**src/axi_st_link_pkg.sv**
```systemverilog
////////////////////////////////////////////////////////////////////////////
// AXI-stream die-to-die link, transmit side
// Shared widths, PHY bit positions and the online-delay state type
////////////////////////////////////////////////////////////////////////////

package axi_st_link_pkg;

  // User AXI-stream side
  localparam int st_data_width = 64;
  localparam int st_keep_width = 8;

  // Link word layout
  // tdata in 63..0, tkeep in 71..64, tlast in 72
  localparam int st_word_width = 73;

  // PHY word, one per clk_wr cycle
  localparam int phy_width      = 80;
  localparam int phy_push_bit   = 0;
  localparam int phy_data_lsb   = 1;
  // Bits 78..74 stay reserved at zero
  localparam int phy_strobe_bit = 79;

  // Credit return pulse from the far side
  localparam int phy_credit_bit = 0;

  // Credit counter and initial credit
  localparam int credit_width = 8;

  // Online delay FSM
  typedef enum logic [1:0] {
    link_offline,
    link_waiting,
    link_online
  } link_state_e;

endpackage
```
**src/axi_st_link_top.sv**
```systemverilog
////////////////////////////////////////////////////////////////////////////
// AXI-stream die-to-die link, transmit top level
// User packer, credit transmitter, online delay and PHY framer
////////////////////////////////////////////////////////////////////////////

`timescale 1ns/1ps

module axi_st_link_top #(
  parameter int fifo_depth    = 4,
  parameter int strobe_period = 16
) (
  input  logic                                     clk_wr,
  input  logic                                     reset,

  // Control
  input  logic                                     tx_online,
  input  logic [axi_st_link_pkg::credit_width-1:0] init_st_credit,
  input  logic [15:0]                              delay_x_value,

  // PHY interconnect
  output logic [axi_st_link_pkg::phy_width-1:0]    tx_phy0,
  input  logic [axi_st_link_pkg::phy_width-1:0]    rx_phy0,

  // AXI-stream user channel
  input  logic [axi_st_link_pkg::st_keep_width-1:0] user_tkeep,
  input  logic [axi_st_link_pkg::st_data_width-1:0] user_tdata,
  input  logic                                     user_tlast,
  input  logic                                     user_tvalid,
  output logic                                     user_tready,

  // Debug status
  output logic [31:0]                              tx_st_debug_status
);
  import axi_st_link_pkg::*;

  ////////////////////////////////////////////////////////////////////////////
  // Interconnect
  logic                     tx_online_delay;
  logic                     tx_strobe;
  logic                     word_valid;
  logic                     word_ready;
  logic [st_word_width-1:0] word_data;
  logic [st_word_width-1:0] tx_word;
  logic                     tx_push;
  logic                     credit_return;

  // Online delay and strobe
  st_online_delay #(
    .strobe_period (strobe_period)
  ) i_online_delay (
    .clk_wr          (clk_wr),
    .reset           (reset),
    .tx_online       (tx_online),
    .delay_x_value   (delay_x_value),
    .tx_online_delay (tx_online_delay),
    .tx_strobe       (tx_strobe)
  );

  // User side
  st_user_packer i_user_packer (
    .clk_wr      (clk_wr),
    .reset       (reset),
    .user_tdata  (user_tdata),
    .user_tkeep  (user_tkeep),
    .user_tlast  (user_tlast),
    .user_tvalid (user_tvalid),
    .user_tready (user_tready),
    .word_valid  (word_valid),
    .word_data   (word_data),
    .word_ready  (word_ready)
  );

  // Credit transmitter
  st_credit_transmit #(
    .fifo_depth (fifo_depth)
  ) i_credit_transmit (
    .clk_wr             (clk_wr),
    .reset              (reset),
    .tx_online_delay    (tx_online_delay),
    .init_st_credit     (init_st_credit),
    .word_valid         (word_valid),
    .word_data          (word_data),
    .word_ready         (word_ready),
    .credit_return      (credit_return),
    .tx_word            (tx_word),
    .tx_push            (tx_push),
    .tx_st_debug_status (tx_st_debug_status)
  );

  // PHY side
  st_phy_framer i_phy_framer (
    .clk_wr          (clk_wr),
    .reset           (reset),
    .tx_online_delay (tx_online_delay),
    .tx_word         (tx_word),
    .tx_push         (tx_push),
    .tx_strobe       (tx_strobe),
    .tx_phy0         (tx_phy0),
    .rx_phy0         (rx_phy0),
    .credit_return   (credit_return)
  );

endmodule

```
**src/st_phy_framer.sv**
```systemverilog
////////////////////////////////////////////////////////////////////////////
// PHY framer
// Registers the 80-bit PHY transmit word with push, data and strobe, and
// recovers the credit-return pulse from the PHY receive word
////////////////////////////////////////////////////////////////////////////

`timescale 1ns/1ps

module st_phy_framer (
  input  logic                                      clk_wr,
  input  logic                                      reset,
  input  logic                                      tx_online_delay,

  // From the transmitter and the online delay
  input  logic [axi_st_link_pkg::st_word_width-1:0] tx_word,
  input  logic                                      tx_push,
  input  logic                                      tx_strobe,

  // PHY words
  output logic [axi_st_link_pkg::phy_width-1:0]     tx_phy0,
  input  logic [axi_st_link_pkg::phy_width-1:0]     rx_phy0,

  // Credit pulse back to the transmitter
  output logic                                      credit_return
);
  import axi_st_link_pkg::*;

  logic [phy_width-1:0] phy_next;

  ////////////////////////////////////////////////////////////////////////////
  // Transmit word assembly
  always_comb begin
    // Reserved bits default to zero
    phy_next = '0;
    phy_next[phy_push_bit] = tx_push;
    // Data only rides along with a push
    if (tx_push) begin
      phy_next[phy_data_lsb +: st_word_width] = tx_word;
    end
    phy_next[phy_strobe_bit] = tx_strobe;
  end

  always_ff @(posedge clk_wr) begin
    if (reset) begin
      tx_phy0 <= '0;
    end else begin
      tx_phy0 <= phy_next;
    end
  end

  ////////////////////////////////////////////////////////////////////////////
  // Credit return
  // Pulses outside the online window are dropped
  always_ff @(posedge clk_wr) begin
    if (reset) begin
      credit_return <= 1'b0;
    end else begin
      credit_return <= rx_phy0[phy_credit_bit] && tx_online_delay;
    end
  end

endmodule

```
**src/st_credit_transmit.sv**
```systemverilog
////////////////////////////////////////////////////////////////////////////
// Credit-based transmitter
// Buffers link words in a FIFO and pops one per cycle while online and
// holding a credit from the far side. Reports credit, fill and push count.
////////////////////////////////////////////////////////////////////////////

`timescale 1ns/1ps

module st_credit_transmit #(
  parameter int fifo_depth = 4
) (
  input  logic                                      clk_wr,
  input  logic                                      reset,
  input  logic                                      tx_online_delay,
  input  logic [axi_st_link_pkg::credit_width-1:0]  init_st_credit,

  // Words from the packer
  input  logic                                      word_valid,
  input  logic [axi_st_link_pkg::st_word_width-1:0] word_data,
  output logic                                      word_ready,

  // Credit pulses from the framer
  input  logic                                      credit_return,

  // Words to the framer
  output logic [axi_st_link_pkg::st_word_width-1:0] tx_word,
  output logic                                      tx_push,

  output logic [31:0]                               tx_st_debug_status
);
  import axi_st_link_pkg::*;

  localparam int ptr_width  = (fifo_depth > 1) ? $clog2(fifo_depth) : 1;
  localparam int fill_width = $clog2(fifo_depth + 1);
  localparam logic [ptr_width-1:0]  ptr_last  = ptr_width'(fifo_depth - 1);
  localparam logic [fill_width-1:0] fill_full = fill_width'(fifo_depth);

  logic [st_word_width-1:0] fifo_mem [fifo_depth];
  logic [ptr_width-1:0]     wr_ptr;
  logic [ptr_width-1:0]     rd_ptr;
  logic [fill_width-1:0]    fill_cnt;
  logic [credit_width-1:0]  credit_cnt;
  logic                     online_q;
  logic [15:0]              push_cnt;
  logic                     fifo_wr;
  logic                     fifo_rd;

  ////////////////////////////////////////////////////////////////////////////
  // FIFO
  assign word_ready = (fill_cnt != fill_full);
  assign fifo_wr    = word_valid && word_ready;
  // Pop needs data, link online and at least one credit
  assign fifo_rd    = (fill_cnt != '0) && tx_online_delay && (credit_cnt != '0);

  always_ff @(posedge clk_wr) begin
    if (fifo_wr) begin
      fifo_mem[wr_ptr] <= word_data;
    end
  end

  always_ff @(posedge clk_wr) begin
    if (reset) begin
      wr_ptr   <= '0;
      rd_ptr   <= '0;
      fill_cnt <= '0;
    end else begin
      if (fifo_wr) begin
        wr_ptr <= (wr_ptr == ptr_last) ? '0 : wr_ptr + ptr_width'(1);
      end
      if (fifo_rd) begin
        rd_ptr <= (rd_ptr == ptr_last) ? '0 : rd_ptr + ptr_width'(1);
      end
      case ({fifo_wr, fifo_rd})
        2'b10:   fill_cnt <= fill_cnt + fill_width'(1);
        2'b01:   fill_cnt <= fill_cnt - fill_width'(1);
        default: fill_cnt <= fill_cnt;
      endcase
    end
  end

  ////////////////////////////////////////////////////////////////////////////
  // Credit counter
  always_ff @(posedge clk_wr) begin
    if (reset) begin
      credit_cnt <= '0;
      online_q   <= 1'b0;
    end else begin
      online_q <= tx_online_delay;
      if (!tx_online_delay) begin
        credit_cnt <= '0;
      end else if (!online_q) begin
        // Rising edge of online loads the initial credit
        credit_cnt <= init_st_credit;
      end else begin
        case ({fifo_rd, credit_return})
          2'b10:   credit_cnt <= credit_cnt - credit_width'(1);
          // Hold at full scale rather than wrap
          2'b01:   if (credit_cnt != '1) credit_cnt <= credit_cnt + credit_width'(1);
          default: credit_cnt <= credit_cnt;
        endcase
      end
    end
  end

  ////////////////////////////////////////////////////////////////////////////
  // Output stage
  always_ff @(posedge clk_wr) begin
    if (reset) begin
      tx_push  <= 1'b0;
      push_cnt <= '0;
    end else begin
      tx_push <= fifo_rd;
      if (fifo_rd) begin
        push_cnt <= push_cnt + 16'd1;
      end
    end
  end

  always_ff @(posedge clk_wr) begin
    if (fifo_rd) begin
      tx_word <= fifo_mem[rd_ptr];
    end
  end

  // Push count, fill level, credit count
  assign tx_st_debug_status = {push_cnt, 8'(fill_cnt), 8'(credit_cnt)};

endmodule

```
**src/st_user_packer.sv**
```systemverilog
////////////////////////////////////////////////////////////////////////////
// AXI-stream user packer
// One-entry output register, packs tdata, tkeep and tlast into a link word
////////////////////////////////////////////////////////////////////////////

`timescale 1ns/1ps

module st_user_packer (
  input  logic                                     clk_wr,
  input  logic                                     reset,

  // User AXI-stream beat
  input  logic [axi_st_link_pkg::st_data_width-1:0] user_tdata,
  input  logic [axi_st_link_pkg::st_keep_width-1:0] user_tkeep,
  input  logic                                     user_tlast,
  input  logic                                     user_tvalid,
  output logic                                     user_tready,

  // Packed link word to the transmitter
  output logic                                     word_valid,
  output logic [axi_st_link_pkg::st_word_width-1:0] word_data,
  input  logic                                     word_ready
);
  import axi_st_link_pkg::*;

  logic                     take_beat;
  logic [st_word_width-1:0] packed_word;

  // Free slot, or the held word leaves this cycle
  assign user_tready = !word_valid || word_ready;
  assign take_beat   = user_tvalid && user_tready;

  // Link word layout
  // tlast on top, then tkeep, then tdata
  assign packed_word = {user_tlast, user_tkeep, user_tdata};

  ////////////////////////////////////////////////////////////////////////////
  // Valid flag
  always_ff @(posedge clk_wr) begin
    if (reset) begin
      word_valid <= 1'b0;
    end else if (take_beat) begin
      word_valid <= 1'b1;
    end else if (word_ready) begin
      word_valid <= 1'b0;
    end
  end

  // Payload register
  always_ff @(posedge clk_wr) begin
    if (take_beat) begin
      word_data <= packed_word;
    end
  end

endmodule

```
**src/st_online_delay.sv**
```systemverilog
////////////////////////////////////////////////////////////////////////////
// Online delay and strobe generator
// Holds the transmit path off for delay_x_value cycles after tx_online
// rises, then raises a strobe every strobe_period cycles while online
////////////////////////////////////////////////////////////////////////////

`timescale 1ns/1ps

module st_online_delay #(
  parameter int strobe_period = 16
) (
  input  logic        clk_wr,
  input  logic        reset,
  input  logic        tx_online,
  input  logic [15:0] delay_x_value,
  output logic        tx_online_delay,
  output logic        tx_strobe
);
  import axi_st_link_pkg::*;

  localparam int stb_cnt_width = $clog2(strobe_period);
  localparam logic [stb_cnt_width-1:0] stb_cnt_last = stb_cnt_width'(strobe_period - 1);

  link_state_e              state;
  logic [15:0]              delay_cnt;
  logic [stb_cnt_width-1:0] stb_cnt;

  ////////////////////////////////////////////////////////////////////////////
  // State machine
  always_ff @(posedge clk_wr) begin
    if (reset) begin
      state     <= link_offline;
      delay_cnt <= '0;
      stb_cnt   <= '0;
    end else begin
      case (state)
        link_offline: begin
          delay_cnt <= '0;
          if (tx_online) begin
            state <= link_waiting;
          end
        end
        link_waiting: begin
          // Count out the delay, one extra cycle for the state change
          if (!tx_online) begin
            state <= link_offline;
          end else if (delay_cnt >= delay_x_value) begin
            state   <= link_online;
            stb_cnt <= '0;
          end else begin
            delay_cnt <= delay_cnt + 16'd1;
          end
        end
        link_online: begin
          if (!tx_online) begin
            state <= link_offline;
          end
          // Strobe phase wraps every strobe_period cycles
          stb_cnt <= (stb_cnt == stb_cnt_last) ? '0 : stb_cnt + stb_cnt_width'(1);
        end
        default: state <= link_offline;
      endcase
    end
  end

  // Decoded outputs
  assign tx_online_delay = (state == link_online);
  // Strobe on the first online cycle, then each phase zero
  assign tx_strobe = tx_online_delay && (stb_cnt == '0);

endmodule

```
**config.mk**
```make
export PLATFORM = sky130hd
export DESIGN_NAME = axi_st_link_top
export DESIGN_NICKNAME = d
export VERILOG_FILES = /design/src/axi_st_link_pkg.sv /design/src/axi_st_link_top.sv /design/src/st_phy_framer.sv /design/src/st_credit_transmit.sv /design/src/st_user_packer.sv /design/src/st_online_delay.sv
export SDC_FILE = /design/constraint.sdc
export NUM_CORES = 1
export LEC_CHECK = 0
export ABC_AREA = 1
export CORE_UTILIZATION = 52
export CTS_BUF_LIST = sky130_fd_sc_hd__clkbuf_2
export DETAILED_ROUTE_END_ITERATION = 16
export DONT_BUFFER_PORTS = 1
export PLACE_DENSITY = 0.67
export RECOVER_POWER = 50
export SYNTH_ARGS = -nofsm -noshare
export SYNTH_HDL_FRONTEND = slang
export SYNTH_HIERARCHICAL = 1
export SYNTH_SLANG_ARGS = --single-unit
export TNS_END_PERCENT = 30
```
**constraint.sdc**
```tcl
create_clock -name clk_wr -period 6 [get_ports clk_wr]
set_input_delay 0 -clock clk_wr [delete_from_list [all_inputs] [get_ports clk_wr]]
set_output_delay 0 -clock clk_wr [all_outputs]
set_load 0.005 [all_outputs]
```
==> flow_summary.yaml <==
routing:
  antenna_left: 0
  num_vias: 13530
  drc: 0
  initialDrtViolationCount: 851
  routedWlPerCell_um: 17.48
  wl_um: 46040
  via_per_inst: 5.138
  drt-pass1-iter-count: 7
synth:
  syn_area_per_cell_um2: 12.86
  synth_edf_count: 438
  synth_common_cells: "edfxtp_1 (438), nor2_1 (284), o21ai_0 (166)"
  synthMuxAreaShare: 0.0004736
  yosysUniqueCellTypes: 49
  yosysMostFrequentCell: "edfxtp_1"
  ys.flop_type: "edfxtp_1"
  yosysWarnings: 6
  synth-compound-area-share: 0.08139
  synth_area_leaders: "edfxtp_1 (62%), dfxtp_1 (13%), nor2_1 (5.0%)"
  synthSimpleGateAreaFrac: 0.09536
  synth_fa_ha_area_frac: 0.02143
  syn_area_mm2: 0.02114
  synth_top_family_by_area: "simple AND/OR/NAND/NOR gates"
  synth_top_area_frac: 0.6223
  ys_seq_elements: 570
  synth_cells: 1644
  synth-xor-area-share: 0.005387
  async_flop_share: 0
  yosysTopAreaCell: "edfxtp_1"
  ys_seq_area_frac: 0.7473
run_status:
  status: "finished, violations left"
  failed_checks: "max-capacitance violations, max-slew violations"
cells_and_area:
  finalNonFillerCells: 2634
  area_delta_synth_final_pct: 20.96
  layout.nets: 2210
  fill_cells: 3032
  drive_gt1_frac: 0.1383
placement:
  dp_hpwl_um: 22680
  placedCellCount: 2113
  numPortBuffers: 0
  gp_congestion: 0.8544
worst_setup_path:
  cp.required_ns: 6.98
  endpoint_kind: "flip-flop"
  r2r-end: "i_online_delay/delay_cnt[1]$_SDFFE_PP0P_"
  cp.arrival_ns: 5.30
  reg2reg_slack_ns: 1.68
  path_max_fanout: 18
  worstSetupStartpointType: "flip-flop"
  critPathKind: "flip-flop to flip-flop"
  r2r_start: "i_online_delay/delay_cnt[7]$_SDFFE_PP0P_"
  r2r_cells: 14
sta:
  max_freq_mhz: 231.7
  relSlewSlack: -1.154
  finalCriticalPeriod_ns: 4.316
  tightest_slew_ns: 3.224
  rsz0062_at_grt: "no"
  setup_viol: 0
  post-route-period-util: 0.7193
  hold_viol_final: 0
  finClkSkew_ns: 0.07054
  setup_tns_ns: 0
  drv_slew: 87
power_and_ir_drop:
  p_clk_frac: 0.368
  ir_drop_mv: 0.2261
  p_int_mw: 5.688
  p_leak_nw: 9.663
  pwr-share-seq: 0.596
  p_comb_frac: 0.036
  netSwitchingFraction: 0.2321
  cellPowerDensity_mw_per_mm2: 289.7
  switching_power_mw: 1.720
clock_tree:
  clockRootBuffer: "clkbuf_2"
  postCtsSetupBuffers: 0
  cts.sinks: 570
  clk-insertion-delay-late_ns: 1.15
  cts_tree: "yes"
  htree_levels: 4
  clk_path_buf_depth: 3
  numCtsBuffers: 144
  path_clk_slew_ns: 0.09
die:
  fp.dieH_um: 203.6
  core_mm2: 0.03991
  fp-row-count: 73
  dieArea_mm2: 0.04146
  die_w_um: 203.6
  start_util: 0.5295
  io_pins: 294
grt:
  grtUsageTotal: 0.2264
  antenna_found_initial: 4
  grt_pass1_vias: 13740
  grt_pass1_wl_um: 71660
  overflow: 0
  grt_max_degree: 104
run:
  max_cap_violations: 2
hold_path:
  holdPathEnd: "i_user_packer/word_data[6]$_DFFE_PP_"
  hp-class: "input port to flip-flop"
  whs_path_depth: 2
  hp-start: "user_tdata[6]"
logic make-up after synthesis:
logic type               Yosys count
other                              2
buffers and inverters            237
flip-flops                       570
multiplexers                       1
AO/OA/AOI/OAI                    312
adder cells (fa/ha/maj)           35
XOR/XNOR                          13
AND/OR/NAND/NOR                  474
state kept, by name, indices dropped and copies added, names as in the netlist:
name / cells
i_credit_transmit/wr_ptr: 2
i_credit_transmit/credit_cnt: 8
i_credit_transmit/tx_word: 73
i_credit_transmit/fifo_mem: 292
i_credit_transmit/tx_push: 1
i_phy_framer/tx_phy0: 75
i_credit_transmit/rd_ptr: 2
i_user_packer/word_data: 73
i_phy_framer/credit_return: 1
i_online_delay/state: 2
i_online_delay/stb_cnt: 4
i_credit_transmit/fill_cnt: 3
i_credit_transmit/online_q: 1
i_user_packer/word_valid: 1
i_credit_transmit/push_cnt: 16
i_online_delay/delay_cnt: 16
layout by cell type (no fill, tap or decap), types with 3 or more instances in the layout:
cell             n
nand2_1        105
clkinv_1        34
o21ai_0        166
clkinv_2         4
inv_2            8
o21ai_1          7
clkbuf_2       206
nor2_2           4
nand3_2          5
bufinv_16        6
xor2_1          11
nor3_1           8
nor2_1         281
clkinvlp_4       4
a21oi_2          7
nand4_1          4
ha_1            33
inv_4            3
nor2_4           7
o21a_1           3
inv_1          151
dfxtp_1        130
or2_2            3
a21oi_1         48
buf_4           11
nand3_1         39
o22ai_1         73
diode_2          5
nand2_2          8
edfxtp_1       438
dlygate4sd3_1  258
conb_1          10
layer usage:
metal,global-route usage,up-vias,share of wire
met5,0,-,0
met4,0.08915,0,0.019
met3,0.06951,80,0.076
met2,0.3716,496,0.49
met1,0.2804,6460,0.42
li1,-,6498,-
timing repair:
| action | in CTS | in global routing |
|---|---|---|
| hold buffers | 260 | 0 |
| endpoints found under the hold margin | 278 | 0 |
| resized for setup | 0 | 0 |
worst max-delay path by stage:
| stage | from | to | slack (ns) | cells after the start |
|---|---|---|---|---|
| 2_1_floorplan | i_credit_transmit/fill_cnt[0]$_SDFFE_PP0P_ | i_user_packer/word_data[0]$_DFFE_PP_ | 1.36 | 4 |
| 3_3_place_gp | i_online_delay/state[1]$_SDFFE_PP0P_ | i_credit_transmit/push_cnt[4]$_SDFFE_PP0P_ | 2.89 | 11 |
| 3_5_place_dp | i_online_delay/state[1]$_SDFFE_PP0P_ | i_credit_transmit/push_cnt[14]$_SDFFE_PP0P_ | 2.88 | 10 |
| 4_1_cts | i_online_delay/delay_cnt[7]$_SDFFE_PP0P_ | i_online_delay/delay_cnt[1]$_SDFFE_PP0P_ | 1.69 | 14 |
| 5_1_grt | i_online_delay/delay_cnt[7]$_SDFFE_PP0P_ | i_online_delay/delay_cnt[1]$_SDFFE_PP0P_ | 1.36 | 14 |
| 6_report | i_online_delay/delay_cnt[7]$_SDFFE_PP0P_ | i_online_delay/delay_cnt[1]$_SDFFE_PP0P_ | 1.68 | 14 |
metrics by stage:
stage / setup slack, ns / utilization / hold WS [ns] / instance area, um^2 / total power [mW]
6_report: 1.684 / 0.6405 / 0.1707 / 25570 / 7.407
5_1_grt: 1.361 / 0.6405 / 0.06350 / 25560 / 7.730
4_1_cts: 1.689 / 0.6410 / 0.004287 / 25590 / 7.464
3_5_place_dp: 2.878 / 0.5401 / 0.07338 / 21560 / 4.632
3_3_place_gp: 2.890 / 0.5401 / 0.07348 / 21560 / 4.623
2_1_floorplan: 1.356 / - / 0.06244 / 21170 / 4.588
power groups by stage:
stage / logic [mW] / registers [mW] / clock network, mW
2_1_floorplan: 0.0988 / 4.49 / 0
3_3_place_gp: 0.127 / 4.50 / 0
3_5_place_dp: 0.129 / 4.50 / 0
4_1_cts: 0.264 / 4.41 / 2.79
5_1_grt: 0.294 / 4.43 / 3.01
6_report: 0.268 / 4.41 / 2.72
cell type report:
type,instances,area [um^2],area share
clock buffers,206,1031,0.04033
diodes,5,12.51,0.0004894
clock inverters,50,375.4,0.01468
repair buffers,271,2705,0.1058
well taps,525,656.9,0.02569
inverters,162,615.6,0.02408
multi-input cells,845,4368,0.1708
flip-flops and latches,570,15800,0.6181
worst max-delay path, stage by stage (launching register included):
cell and delay, ns:
dfxtp_1 0.37, ha_1 0.31, a21oi_1 0.07, dlygate4sd3_1 0.56, o21a_1 0.10, dlygate4sd3_1 0.55
nand2_1 0.07, dlygate4sd3_1 0.54, nand2_1 0.10, nand3_2 0.08, dlygate4sd3_1 0.92, nand2_4 0.25
inv_1 0.13, nand2_1 0.05, a21oi_1 0.11
(Power assumes the default switching activity.)
